--- src/source/soc_pkg.sv ---
// ************************************************
// widths, address map and register offsets of soc_lite
// offsets are byte addresses within a 4 KiB region
// ************************************************
package soc_pkg;

  // bus widths
  localparam int ADDR_W = 16;
  localparam int DATA_W = 32;
  localparam int BE_W   = DATA_W / 8;

  // region code sits in the top address bits, the rest is the offset
  localparam int RGN_W = 4;
  localparam int OFS_W = ADDR_W - RGN_W;

  localparam logic [RGN_W-1:0] RGN_RAM   = 4'd0;
  localparam logic [RGN_W-1:0] RGN_GPIO  = 4'd1;
  localparam logic [RGN_W-1:0] RGN_TIMER = 4'd2;
  localparam logic [RGN_W-1:0] RGN_INTR  = 4'd3;

  localparam int RAM_DEPTH = 256;
  localparam int RAM_AW    = $clog2(RAM_DEPTH);

  localparam int GPIO_W = 8;

  localparam logic [ADDR_W-1:0] GPIO_DATA_IN    = 16'h0000;
  localparam logic [ADDR_W-1:0] GPIO_DATA_OUT   = 16'h0004;
  localparam logic [ADDR_W-1:0] GPIO_DIR        = 16'h0008;
  localparam logic [ADDR_W-1:0] GPIO_INTR_EN    = 16'h000c;
  localparam logic [ADDR_W-1:0] GPIO_INTR_STATE = 16'h0010;

  localparam logic [ADDR_W-1:0] TMR_CTRL    = 16'h0000;
  localparam logic [ADDR_W-1:0] TMR_COUNT   = 16'h0004;
  localparam logic [ADDR_W-1:0] TMR_COMPARE = 16'h0008;
  localparam logic [ADDR_W-1:0] TMR_INTR_EN = 16'h000c;

  localparam logic [ADDR_W-1:0] IC_ENABLE  = 16'h0000;
  localparam logic [ADDR_W-1:0] IC_PENDING = 16'h0004;
  localparam logic [ADDR_W-1:0] IC_ID      = 16'h0008;

  // gpio bits take sources 0..7, the timer is last
  localparam int NUM_SRC   = 9;
  localparam int SRC_TIMER = 8;
  localparam int ID_W      = 4;

endpackage
--- src/source/bus_if.sv ---
// ************************************************
// req/gnt request bus with a one-cycle rvalid response
// host holds the request until gnt is seen
// ************************************************
`timescale 1ns/10ps

interface bus_if import soc_pkg::*; ();

  // request side
  logic              req;
  logic              we;
  logic [ADDR_W-1:0] addr;
  logic [DATA_W-1:0] wdata;
  logic [BE_W-1:0]   be;

  // response side
  logic              gnt;
  logic              rvalid;
  logic [DATA_W-1:0] rdata;
  logic              err;

  modport host (
    output req, we, addr, wdata, be,
    input  gnt, rvalid, rdata, err
  );

  modport device (
    input  req, we, addr, wdata, be,
    output gnt, rvalid, rdata, err
  );

endinterface

--- src/source/bus_xbar.sv ---
// ************************************************
// one host, four devices, decode on addr[15:12]
// devices see the offset only; unmapped regions get err
// ************************************************
`timescale 1ns/10ps

module bus_xbar import soc_pkg::*; (
  input  logic clk_i,
  input  logic rst_i,
  bus_if.device host,
  bus_if.host   ram,
  bus_if.host   gpio,
  bus_if.host   tmr,
  bus_if.host   ic
);

  logic [RGN_W-1:0]  rgn;
  logic [ADDR_W-1:0] ofs;
  logic              miss;
  logic [3:0]        hit;
  logic [3:0]        dev_gnt;
  logic [3:0]        dev_rvalid;
  // bit 4 marks an unmapped access
  logic [4:0]        sel_q;

  assign rgn  = host.addr[ADDR_W-1:OFS_W];
  assign ofs  = {{RGN_W{1'b0}}, host.addr[OFS_W-1:0]};
  assign hit  = {rgn == RGN_INTR, rgn == RGN_TIMER, rgn == RGN_GPIO, rgn == RGN_RAM};
  assign miss = ~|hit;

  assign ram.req   = host.req & hit[0];
  assign ram.we    = host.we;
  assign ram.addr  = ofs;
  assign ram.wdata = host.wdata;
  assign ram.be    = host.be;

  assign gpio.req   = host.req & hit[1];
  assign gpio.we    = host.we;
  assign gpio.addr  = ofs;
  assign gpio.wdata = host.wdata;
  assign gpio.be    = host.be;

  assign tmr.req   = host.req & hit[2];
  assign tmr.we    = host.we;
  assign tmr.addr  = ofs;
  assign tmr.wdata = host.wdata;
  assign tmr.be    = host.be;

  assign ic.req   = host.req & hit[3];
  assign ic.we    = host.we;
  assign ic.addr  = ofs;
  assign ic.wdata = host.wdata;
  assign ic.be    = host.be;

  assign dev_gnt    = {ic.gnt, tmr.gnt, gpio.gnt, ram.gnt};
  assign dev_rvalid = {ic.rvalid, tmr.rvalid, gpio.rvalid, ram.rvalid};

  // misses are accepted here
  assign host.gnt = |(hit & dev_gnt) | (host.req & miss);

  // remember who owes the response on the next cycle
  always_ff @(posedge clk_i) begin
    if (rst_i) begin
      sel_q <= '0;
    end else if (host.req && host.gnt) begin
      sel_q <= {miss, hit};
    end else begin
      sel_q <= '0;
    end
  end

  assign host.rvalid = sel_q[4] | |(sel_q[3:0] & dev_rvalid);
  assign host.err    = sel_q[4];
  assign host.rdata  = ({DATA_W{sel_q[0] & ram.rvalid}}  & ram.rdata)  |
                       ({DATA_W{sel_q[1] & gpio.rvalid}} & gpio.rdata) |
                       ({DATA_W{sel_q[2] & tmr.rvalid}}  & tmr.rdata)  |
                       ({DATA_W{sel_q[3] & ic.rvalid}}   & ic.rdata);

  // a device answers only for a request granted one cycle earlier
  a_no_stray_rvalid: assert property (@(posedge clk_i) disable iff (rst_i)
    (dev_rvalid & ~sel_q[3:0]) == '0);

  // and a granted device never skips its answer
  a_rvalid_follows_gnt: assert property (@(posedge clk_i) disable iff (rst_i)
    |sel_q[3:0] |-> |(sel_q[3:0] & dev_rvalid));

endmodule

--- src/flat_wrapper.sv ---
// flat-port wrapper written by rule: the top's interface ports become plain ports
module bus_xbar_flat import soc_pkg::*;
  (clk_i, rst_i, host_req, host_we, host_addr, host_wdata, host_be, host_gnt, host_rvalid, host_rdata, host_err, ram_req, ram_we, ram_addr, ram_wdata, ram_be, ram_gnt, ram_rvalid, ram_rdata, ram_err, gpio_req, gpio_we, gpio_addr, gpio_wdata, gpio_be, gpio_gnt, gpio_rvalid, gpio_rdata, gpio_err, tmr_req, tmr_we, tmr_addr, tmr_wdata, tmr_be, tmr_gnt, tmr_rvalid, tmr_rdata, tmr_err, ic_req, ic_we, ic_addr, ic_wdata, ic_be, ic_gnt, ic_rvalid, ic_rdata, ic_err);
  bus_if host_i ();
  bus_if ram_i ();
  bus_if gpio_i ();
  bus_if tmr_i ();
  bus_if ic_i ();
  input  logic clk_i;
  input  logic rst_i;
  input wire logic [$bits(host_i.req)-1:0] host_req;
  input wire logic [$bits(host_i.we)-1:0] host_we;
  input wire logic [$bits(host_i.addr)-1:0] host_addr;
  input wire logic [$bits(host_i.wdata)-1:0] host_wdata;
  input wire logic [$bits(host_i.be)-1:0] host_be;
  output wire logic [$bits(host_i.gnt)-1:0] host_gnt;
  output wire logic [$bits(host_i.rvalid)-1:0] host_rvalid;
  output wire logic [$bits(host_i.rdata)-1:0] host_rdata;
  output wire logic [$bits(host_i.err)-1:0] host_err;
  output wire logic [$bits(ram_i.req)-1:0] ram_req;
  output wire logic [$bits(ram_i.we)-1:0] ram_we;
  output wire logic [$bits(ram_i.addr)-1:0] ram_addr;
  output wire logic [$bits(ram_i.wdata)-1:0] ram_wdata;
  output wire logic [$bits(ram_i.be)-1:0] ram_be;
  input wire logic [$bits(ram_i.gnt)-1:0] ram_gnt;
  input wire logic [$bits(ram_i.rvalid)-1:0] ram_rvalid;
  input wire logic [$bits(ram_i.rdata)-1:0] ram_rdata;
  input wire logic [$bits(ram_i.err)-1:0] ram_err;
  output wire logic [$bits(gpio_i.req)-1:0] gpio_req;
  output wire logic [$bits(gpio_i.we)-1:0] gpio_we;
  output wire logic [$bits(gpio_i.addr)-1:0] gpio_addr;
  output wire logic [$bits(gpio_i.wdata)-1:0] gpio_wdata;
  output wire logic [$bits(gpio_i.be)-1:0] gpio_be;
  input wire logic [$bits(gpio_i.gnt)-1:0] gpio_gnt;
  input wire logic [$bits(gpio_i.rvalid)-1:0] gpio_rvalid;
  input wire logic [$bits(gpio_i.rdata)-1:0] gpio_rdata;
  input wire logic [$bits(gpio_i.err)-1:0] gpio_err;
  output wire logic [$bits(tmr_i.req)-1:0] tmr_req;
  output wire logic [$bits(tmr_i.we)-1:0] tmr_we;
  output wire logic [$bits(tmr_i.addr)-1:0] tmr_addr;
  output wire logic [$bits(tmr_i.wdata)-1:0] tmr_wdata;
  output wire logic [$bits(tmr_i.be)-1:0] tmr_be;
  input wire logic [$bits(tmr_i.gnt)-1:0] tmr_gnt;
  input wire logic [$bits(tmr_i.rvalid)-1:0] tmr_rvalid;
  input wire logic [$bits(tmr_i.rdata)-1:0] tmr_rdata;
  input wire logic [$bits(tmr_i.err)-1:0] tmr_err;
  output wire logic [$bits(ic_i.req)-1:0] ic_req;
  output wire logic [$bits(ic_i.we)-1:0] ic_we;
  output wire logic [$bits(ic_i.addr)-1:0] ic_addr;
  output wire logic [$bits(ic_i.wdata)-1:0] ic_wdata;
  output wire logic [$bits(ic_i.be)-1:0] ic_be;
  input wire logic [$bits(ic_i.gnt)-1:0] ic_gnt;
  input wire logic [$bits(ic_i.rvalid)-1:0] ic_rvalid;
  input wire logic [$bits(ic_i.rdata)-1:0] ic_rdata;
  input wire logic [$bits(ic_i.err)-1:0] ic_err;
  assign host_i.req = host_req;
  assign host_i.we = host_we;
  assign host_i.addr = host_addr;
  assign host_i.wdata = host_wdata;
  assign host_i.be = host_be;
  assign host_gnt = host_i.gnt;
  assign host_rvalid = host_i.rvalid;
  assign host_rdata = host_i.rdata;
  assign host_err = host_i.err;
  assign ram_req = ram_i.req;
  assign ram_we = ram_i.we;
  assign ram_addr = ram_i.addr;
  assign ram_wdata = ram_i.wdata;
  assign ram_be = ram_i.be;
  assign ram_i.gnt = ram_gnt;
  assign ram_i.rvalid = ram_rvalid;
  assign ram_i.rdata = ram_rdata;
  assign ram_i.err = ram_err;
  assign gpio_req = gpio_i.req;
  assign gpio_we = gpio_i.we;
  assign gpio_addr = gpio_i.addr;
  assign gpio_wdata = gpio_i.wdata;
  assign gpio_be = gpio_i.be;
  assign gpio_i.gnt = gpio_gnt;
  assign gpio_i.rvalid = gpio_rvalid;
  assign gpio_i.rdata = gpio_rdata;
  assign gpio_i.err = gpio_err;
  assign tmr_req = tmr_i.req;
  assign tmr_we = tmr_i.we;
  assign tmr_addr = tmr_i.addr;
  assign tmr_wdata = tmr_i.wdata;
  assign tmr_be = tmr_i.be;
  assign tmr_i.gnt = tmr_gnt;
  assign tmr_i.rvalid = tmr_rvalid;
  assign tmr_i.rdata = tmr_rdata;
  assign tmr_i.err = tmr_err;
  assign ic_req = ic_i.req;
  assign ic_we = ic_i.we;
  assign ic_addr = ic_i.addr;
  assign ic_wdata = ic_i.wdata;
  assign ic_be = ic_i.be;
  assign ic_i.gnt = ic_gnt;
  assign ic_i.rvalid = ic_rvalid;
  assign ic_i.rdata = ic_rdata;
  assign ic_i.err = ic_err;
  bus_xbar u_core (.clk_i(clk_i), .rst_i(rst_i), .host(host_i), .ram(ram_i), .gpio(gpio_i), .tmr(tmr_i), .ic(ic_i));
endmodule
--- config.mk ---
export PLATFORM = sky130hd
export DESIGN_NAME = bus_xbar_flat
export DESIGN_NICKNAME = d
export VERILOG_FILES = /design/src/source/soc_pkg.sv /design/src/source/bus_if.sv /design/src/source/bus_xbar.sv /design/src/flat_wrapper.sv
export SDC_FILE = /design/constraint.sdc
export NUM_CORES = 1
export LEC_CHECK = 0
export ABC_AREA = 1
export BUFFER_PORTS_ARGS = -buffer_cell sky130_fd_sc_hd__buf_2
export CAP_MARGIN = 20
export CORE_AREA = 5 5 172 174
export CTS_BUF_LIST = sky130_fd_sc_hd__clkbuf_4 sky130_fd_sc_hd__clkbuf_8
export CTS_CLUSTER_SIZE = 40
export DETAILED_ROUTE_END_ITERATION = 10
export DIE_AREA = 0 0 177 179
export PLACE_DENSITY = 0.44
export SLEW_MARGIN = 20
export SYNTH_ARGS = -nofsm -noshare
export SYNTH_HDL_FRONTEND = slang
export SYNTH_SLANG_ARGS = --single-unit
--- constraint.sdc ---
create_clock -name clk_i -period 1.39 [get_ports clk_i]
set_input_delay 0.278 -clock clk_i [delete_from_list [all_inputs] [get_ports clk_i]]
set_output_delay 0.278 -clock clk_i [all_outputs]
set_load 0.01 [all_outputs]
==> results of run 1 <==
per-layer routing:
layer | track usage (%) | wire length (um)
met1 | 7.96 | 4760
met2 | 12.9 | 6290
met3 | 2.68 | 1500
met4 | 3.90 | 620
met5 | 0 | 19
critical path, cell delays in order (launching register included):
cell,delay [ns]
dfxtp_4,0.42
buf_12,0.17
nand3_1,0.08
nand4_1,0.13
buf_2,0.15
logic make-up after synthesis:
| logic type | synth area share, % |
|---|---|
| other | 0.132 |
| buffers and inverters | 61.6 |
| and+or+nand+nor | 34.2 |
| DFF | 3.51 |
| AOI/OAI and AO/OA | 0.483 |
cell usage after synthesis:
cell type,n
buf_4,212
nand3_1,132
nand4_1,33
buf_2,20
nor2_1,14
clkbuf_1,10
nand2_1,7
dfxtp_1,5
inv_1,5
nand2_2,3
a221oi_1,1
buf_1,1
clkbuf_2,1
conb_1,1
nor2_4,1
o21ai_0,1
power groups by stage:
stage	Clock, mW	Sequential, mW	Combinational [mW]
floorplan	0	0.150	0.737
global placement	0	0.152	0.436
detailed placement	0	0.151	0.435
CTS	0.288	0.144	0.448
global route	0.304	0.144	0.498
finish	0.284	0.144	0.456
timing repair:
action | in CTS | in global routing
cloned | 0 | 0
endpoints found under the setup margin | 33 | 34
pin swaps | 0 | 6
resized for setup | 17 | 6
buffers inserted | 2 | 3
cell type report:
cell class | instances | area, sq um
fillers | 3297 | 24600
repair buffers | 202 | 1240
multi-input cells | 208 | 1140
well taps | 378 | 473
flip-flops and latches | 5 | 113
clock buffers | 4 | 48.8
inverters | 5 | 18.8
metrics by stage:
stage	instance area, sq um	setup slack (ns)	cells
CTS	2980	-0.0903	799
finish	3030	-0.0766	802
global route	3030	-0.136	802
floorplan	2910	0.183	462
global placement	2840	-0.0516	793
detailed placement	2840	-0.125	793
worst max-delay path by stage:
stage | slack, ns | depth (start not counted) | to
after floorplan | 0.18 | 4 | host_rdata[11]
after global placement | -0.05 | 5 | host_rvalid
after detailed placement | -0.13 | 5 | host_rvalid
after CTS | -0.09 | 4 | host_rdata[20]
after global routing | -0.14 | 4 | host_rdata[22]
final | -0.08 | 4 | host_rdata[22]
==> out/results.tsv, run 1 <==
stage	metric	value	unit
outcome	status	complete, but fails checks	
outcome	violations	setup timing	
timing	finalHoldViolCount	0	
synth	yosys.area.top_type	buf_4	
layout	fin_util	11.0	%
synth	ys_warn_count	0	
floorplanning	num_rows	61	
worst_setup_path	cp_max_fo	16	
worst_setup_path	crit_start	u_core.sel_q[1]	
min_path	hold_class	in2reg	
grt	grt_usage	7.45	%
synth	synth_cell_types	16	
cts	cts.clk_slew.worst_paths	0.04	ns
power_and_ir_drop	p_clk_share	32.1	%
detailed_routing	post-route-drc-count	0	
floorplanning	coreArea	27600	sq um
floorplanning	io_pins	447	
layout	final_nets	621	
cts	root_buffer	clkbuf_8	
synth	seq_area_frac_synth	3.51	%
place	port_buffers	181	
detailed_routing	antenna_left	0	
timing	finalCritPeriodShare	106	%
power_and_ir_drop	ir_drop	0.285	mV
place	dp_hpwl	11000	um
cts	ctsHoldBuffers	0	
layout	reg_top3	u_core.sel_q: 5 flops	
min_path	hp-start	rst_i	
floorplanning	dieArea	31700	sq um
timing	tns	-0.433	ns
timing	drv_slew	0	
synth	synth_area_leaders	buf_4, nand3_1, nand4_1	
worst_setup_path	critPathArrivalTime	1.19	ns
detailed_routing	drtIter0Drc	82	
layout	syn2layout_area_growth	6.37	%
layout	drive_gt1_share	54.0	%
grt	grt_pass1_wl	17600	um
floorplanning	die_height	179	um
grt	antenna_found_initial	3	
grt	grt_max_degree	25	
run	drv_cap	0	
cts	cts_made_buffers	3	
synth	ys_seq_elements	5	
power_and_ir_drop	leakage	1.37	nW
power_and_ir_drop	finalPower	0.885	mW
synth	synth.avg_cell_area	6.38	sq um
synth	netlist.area_leader.share	55.8	%
cts	clockBufferDepth	2	
timing	postLayoutSetupSlackWorst	-0.0766	ns
cts	cts_sinks	5	
grt	grt-ovfl-total	0	
layout	n_antenna_cell	0	
timing	min_period	1.47	ns
floorplanning	fp.dieW	177	um
power_and_ir_drop	pwr-share-comb	51.5	%
place	place.gp.congestion	0.742	
worst_setup_path	required	1.11	ns
power_and_ir_drop	switching_share	34.7	%
detailed_routing	dr.pass1.iters	4	
power_and_ir_drop	power_switching	0.307	mW
cts	h-tree-depth	1	
grt	first_global_vias	2690	
timing	rsz0062_at_grt	yes	
detailed_routing	post_drt_wl_per_cell	16.4	um
power_and_ir_drop	p_per_area	292	nW/um^2
min_path	hold-path-cell-count	4	
worst_setup_path	crit_path_end_kind	output port	
worst_setup_path	critPathLaunchType	flop	
layout	regMostFlops	u_core.sel_q	
layout	final_common_cell	buf_2	
synth	synthCells	447	
power_and_ir_drop	seqPwrFrac	16.3	%
layout	largest_reg_flops	5	
detailed_routing	wirelength	13200	um
power_and_ir_drop	internal_power	0.578	mW
layout	mostFrequentLayoutCells	buf_2, nand3_1, nand4_1, conb_1	
synth	netlist_area	2850	sq um
detailed_routing	num_vias	2724	
timing	fmax	0.682	GHz
timing	holdWs	0.356	ns
cts	cts_tree	yes	
detailed_routing	routed_via_density	3.40	
floorplanning	start_util	10.3	%
worst_setup_path	path_class	reg2out	
min_path	hold_end	u_core.sel_q[1]	
timing	finalSetupViolCount	17	
No activity file was read; power rests on OpenSTA's default activity.
==> inputs of run 2 (changes only) <==
Settings changed: GPL_TIMING_DRIVEN from default to 0.
==> out/results.tsv, run 2 (same netlist as run 1, synthesis figures left out) <==
stage	metric	value	unit
layout	fillers	3210	
detailed_routing	dr.pass1.iters	4	
timing	finalSetupViolCount	33	
layout	multi_input_area	1170	sq um
detailed_routing	post-route-drc-count	0	
floorplanning	dieArea	31700	sq um
cts	root_buffer	clkbuf_8	
place	dp_hpwl	16600	um
place	port_buffers	373	
power_and_ir_drop	seqPwrFrac	8.2	%
timing	min_period	1.53	ns
cts	h-tree-depth	1	
power_and_ir_drop	finalPower	1.77	mW
timing	rsz0062_at_grt	yes	
grt	antenna_found_initial	1	
detailed_routing	top_layer_used	met5	
timing	drv_slew	0	
detailed_routing	wl_met1	7140	um
worst_setup_path	cpMaxStageDelayCell	dfxtp_2	
outcome	violations	setup timing	
timing	finalHoldViolCount	0	
grt	grt-ovfl-total	0	
layout	regMostFlops	u_core.sel_q	
layout	drive_gt1_share	77.9	%
layout	final_nets	1042	
min_path	hold_class	in2reg	
power_and_ir_drop	power_switching	0.643	mW
power_and_ir_drop	p_clk_share	16.3	%
worst_setup_path	cp_max_fo	8	
power_and_ir_drop	leakage	3.24	nW
detailed_routing	antenna_left	0	
layout	reg_top3	u_core.sel_q: 5 flops	
worst_setup_path	critPathArrivalTime	1.25	ns
grt	grt_pass1_wl	25700	um
cts	cts_sinks	5	
timing	fmax	0.655	GHz
grt	first_global_vias	4298	
power_and_ir_drop	p_per_area	308	nW/um^2
floorplanning	coreArea	27600	sq um
layout	n_antenna_cell	0	
cts	cts_made_buffers	3	
detailed_routing	route.met3.wl	1720	um
detailed_routing	post_drt_wl_per_cell	15.8	um
power_and_ir_drop	switching_share	36.4	%
worst_setup_path	critPathLaunchType	flop	
place	place.gp.congestion	0.781	
detailed_routing	num_vias	4249	
power_and_ir_drop	internal_power	1.13	mW
layout	final_area	5750	sq um
worst_setup_path	slowest_delay	0.32	ns
worst_setup_path	path_cells	buf_12, clkbuf_16, nand3_2, nand4_1, buf_2	
timing	finalCritPeriodShare	110	%
detailed_routing	drtIter0Drc	100	
cts	ctsHoldBuffers	0	
worst_setup_path	required	1.11	ns
timing	postLayoutSetupSlackWorst	-0.137	ns
worst_setup_path	path_class	reg2out	
power_and_ir_drop	ir_drop	0.198	mV
layout	ff_latch_area	110	sq um
cts	cts.clk_slew.worst_paths	0.03	ns
layout	mostFrequentLayoutCells	buf_2, buf_4, nand3_1, nand4_1, nand3_2	
worst_setup_path	crit_path_end_kind	output port	
layout	largest_reg_flops	5	
detailed_routing	wirelength	19300	um
run	drv_cap	0	
floorplanning	fp.dieW	177	um
detailed_routing	wl_met2	9960	um
place	placed_area	5250	sq um
floorplanning	num_rows	61	
floorplanning	start_util	10.3	%
cts	cts_tree	yes	
power_and_ir_drop	pwr-share-comb	75.4	%
outcome	status	complete, but fails checks	
cts	clockBufferDepth	2	
layout	final_common_cell	buf_2	
layout	syn2layout_area_growth	102	%
floorplanning	die_height	179	um
detailed_routing	routed_via_density	3.47	
grt	grt_max_degree	11	
floorplanning	io_pins	447	
grt	grt_usage	10.7	%
## run 2: cell types whose count changed in the layout (fill, tap and decap cells not counted), moves of 4 or more
cell,change
clkbuf_16,+4
buf_2,+197
buf_4,+216
clkbuf_4,+4
nand3_1,-8
buf_8,+5
buf_12,-8
nand3_2,+7
## run 2: layer usage
metal | GRT usage, % | vias to the layer above
met5 | 0 | -
met4 | 3.03 | 2
met3 | 2.26 | 25
met2 | 20.0 | 268
met1 | 12.2 | 1872
li1 | - | 2082
## run 2: worst paths after layout
path | startpoint | endpoint | slack [ns] | cells after the start
setup / recovery | u_core.sel_q[1] | host_rdata[13] | -0.14 | 5
hold / removal | host_addr[14] | u_core.sel_q[4] | 0.35 | 3
## run 2: power groups by stage
stage	sequential [mW]	clock [mW]	combinational, mW
final	0.146	0.289	1.33
after global routing	0.146	0.309	1.44
after CTS	0.146	0.297	1.34
after detailed placement	0.150	0	1.31
after global placement	0.150	0	1.31
after floorplan	0.150	0	0.737
## run 2: what timing repair did
action,4_1_cts,5_1_grt
setup buffers,4,1
cloned,2,1
setup endpoints to repair,33,33
pin swaps,4,10
resized for setup,73,28
hold endpoints to repair,0,0
## run 2: final cells by class
| cell class | instances | area share [%] |
|---|---|---|
| buffer | 242 | 34.2 |
| clock buffer | 4 | 0.849 |
| multi-input combinational | 208 | 20.4 |
| tap | 378 | 8.23 |
| inverter | 5 | 0.327 |
| sequential | 5 | 1.92 |
| timing repair buffer | 381 | 34.0 |
## run 2: worst max-delay path, delay by kind of cell (launching register included)
family / cells / cell delay (ns)
buf+inv: 3 / 0.48
flops: 1 / 0.32
simple gates: 2 / 0.22
## run 2: metrics by stage
step                      hold slack (ns)  setup slack, ns  setup TNS, ns  cells  util, %
after floorplan                     0.422            0.183              0    462        -
after global placement              0.580           -0.610         -15.88   1213     19.0
after detailed placement            0.586           -0.607         -15.50   1213     19.0
after CTS                           0.347           -0.168          -3.50   1221     20.3
after global routing                0.359           -0.189          -4.12   1223     20.8
final                               0.351           -0.137          -2.03   1223     20.8
==> inputs of run 3 (changes only) <==
Clock period 1.39 ns to 1.8 ns, I/O delays scaled along.
==> out/results.tsv, run 3 (same netlist as run 1, synthesis figures left out) <==
stage	metric	value	unit
grt	antenna_found_initial	1	
grt	grt_usage	10.5	%
detailed_routing	wirelength	18900	um
place	dp_hpwl	16600	um
worst_setup_path	path_cells	clkbuf_2, clkbuf_4, nand3_1, nand4_1, buf_2	
place	placed_area	5250	sq um
grt	grt-ovfl-total	0	
cts	ctsHoldBuffers	0	
cts	post_cts.repair.setup_buffers	0	
timing	finalHoldViolCount	0	
power_and_ir_drop	ir_drop	0.161	mV
detailed_routing	post-route-drc-count	0	
detailed_routing	post_drt_wl_per_cell	15.5	um
worst_setup_path	critPathLaunchType	input pin	
layout	syn2layout_area_growth	88.0	%
layout	mostFrequentLayoutCells	buf_2, buf_4, nand3_1, nand4_1, conb_1	
worst_setup_path	critPathArrivalTime	1.38	ns
cts	cts.clk_slew.worst_paths	0.03	ns
cts	h-tree-depth	1	
timing	fmax	0.576	GHz
floorplanning	io_pins	447	
cts	cts_made_buffers	3	
worst_setup_path	cp_top_family	buffers and inverters	
outcome	status	finished clean	
cts	cts_tree	yes	
place	port_buffers	373	
layout	final_common_cell	buf_2	
timing	finalCritPeriodShare	96.4	%
worst_setup_path	required	1.44	ns
floorplanning	num_rows	61	
floorplanning	fp.dieW	177	um
place	place.gp.congestion	0.781	
floorplanning	start_util	10.3	%
grt	first_global_vias	4230	
layout	n_antenna_cell	0	
power_and_ir_drop	leakage	3.14	nW
worst_setup_path	cp_max_fo	10	
power_and_ir_drop	finalPower	1.34	mW
worst_setup_path	path_class	in2out	
worst_setup_path	crit_buf_inv	3	
worst_setup_path	crit_path_end_kind	output port	
min_path	hold_class	in2reg	
layout	regMostFlops	u_core.sel_q	
layout	final_nets	1034	
floorplanning	coreArea	27600	sq um
detailed_routing	routed_via_density	3.47	
timing	min_period	1.74	ns
layout	drive_gt1_share	74.8	%
detailed_routing	num_vias	4212	
layout	largest_reg_flops	5	
grt	grt_max_degree	11	
detailed_routing	drtIter0Drc	114	
cts	cts_sinks	5	
cts	cts_resized	26	
timing	tns	0	ns
detailed_routing	dr.pass1.iters	5	
timing	rsz0062_at_grt	no	
worst_setup_path	cpMaxStageDelayCell	clkbuf_4	
run	drv_cap	0	
timing	holdWs	0.435	ns
grt	grt_pass1_wl	25400	um
floorplanning	die_height	179	um
layout	reg_top3	u_core.sel_q: 5 flops	
worst_setup_path	slowest_delay	0.30	ns
floorplanning	dieArea	31700	sq um
timing	drv_slew	0	
cts	root_buffer	clkbuf_8	
timing	finalSetupViolCount	0	
cts	clockBufferDepth	2	
layout	final_area	5360	sq um
detailed_routing	antenna_left	0	
power_and_ir_drop	p_per_area	250	nW/um^2
run 3: changes by cell type in the layout (fill, tap and decap cells not counted), sizes merged:
| cell | previous run | this run |
|---|---|---|
| buf | 614 | 606 |
run 3: routing by layer:
metal  routed length [um]  up-vias  GRT usage [%]
li1                     -     2065              -
met1                 6990     1852           12.0
met2                 9740      270           19.9
met3                 1770       23           2.19
met4                  384        2           2.61
met5                    7        -              0
run 3: layout make-up:
cell class	instances	area [sq um]
Buffer	242	1790
Clock buffer	4	48.8
Fill cell	3257	22300
Inverter	5	18.8
Multi-Input combinational cell	208	1050
Sequential cell	5	105
Tap cell	378	473
Timing Repair Buffer	373	1870
run 3: metrics by stage:
step | utilization [%] | setup slack (ns) | cells
after global placement | 19.0 | -0.364 | 1213
after global routing | 19.4 | 0.00230 | 1215
final | 19.4 | 0.0650 | 1215
after floorplan | - | 0.455 | 462
after CTS | 19.3 | 0.000358 | 1215
after detailed placement | 19.0 | -0.361 | 1213
run 3: worst paths after layout:
kind	from	to	cells after the start
worst max-delay path	tmr_rvalid	host_rdata[11]	5
worst min-delay path	host_addr[14]	u_core.sel_q[4]	3
run 3: power breakdown:
group          total [mW]  internal (mW)  switching, mW
registers           0.114          0.112        0.00217
clock network       0.221          0.167         0.0540
logic                1.01          0.579          0.428
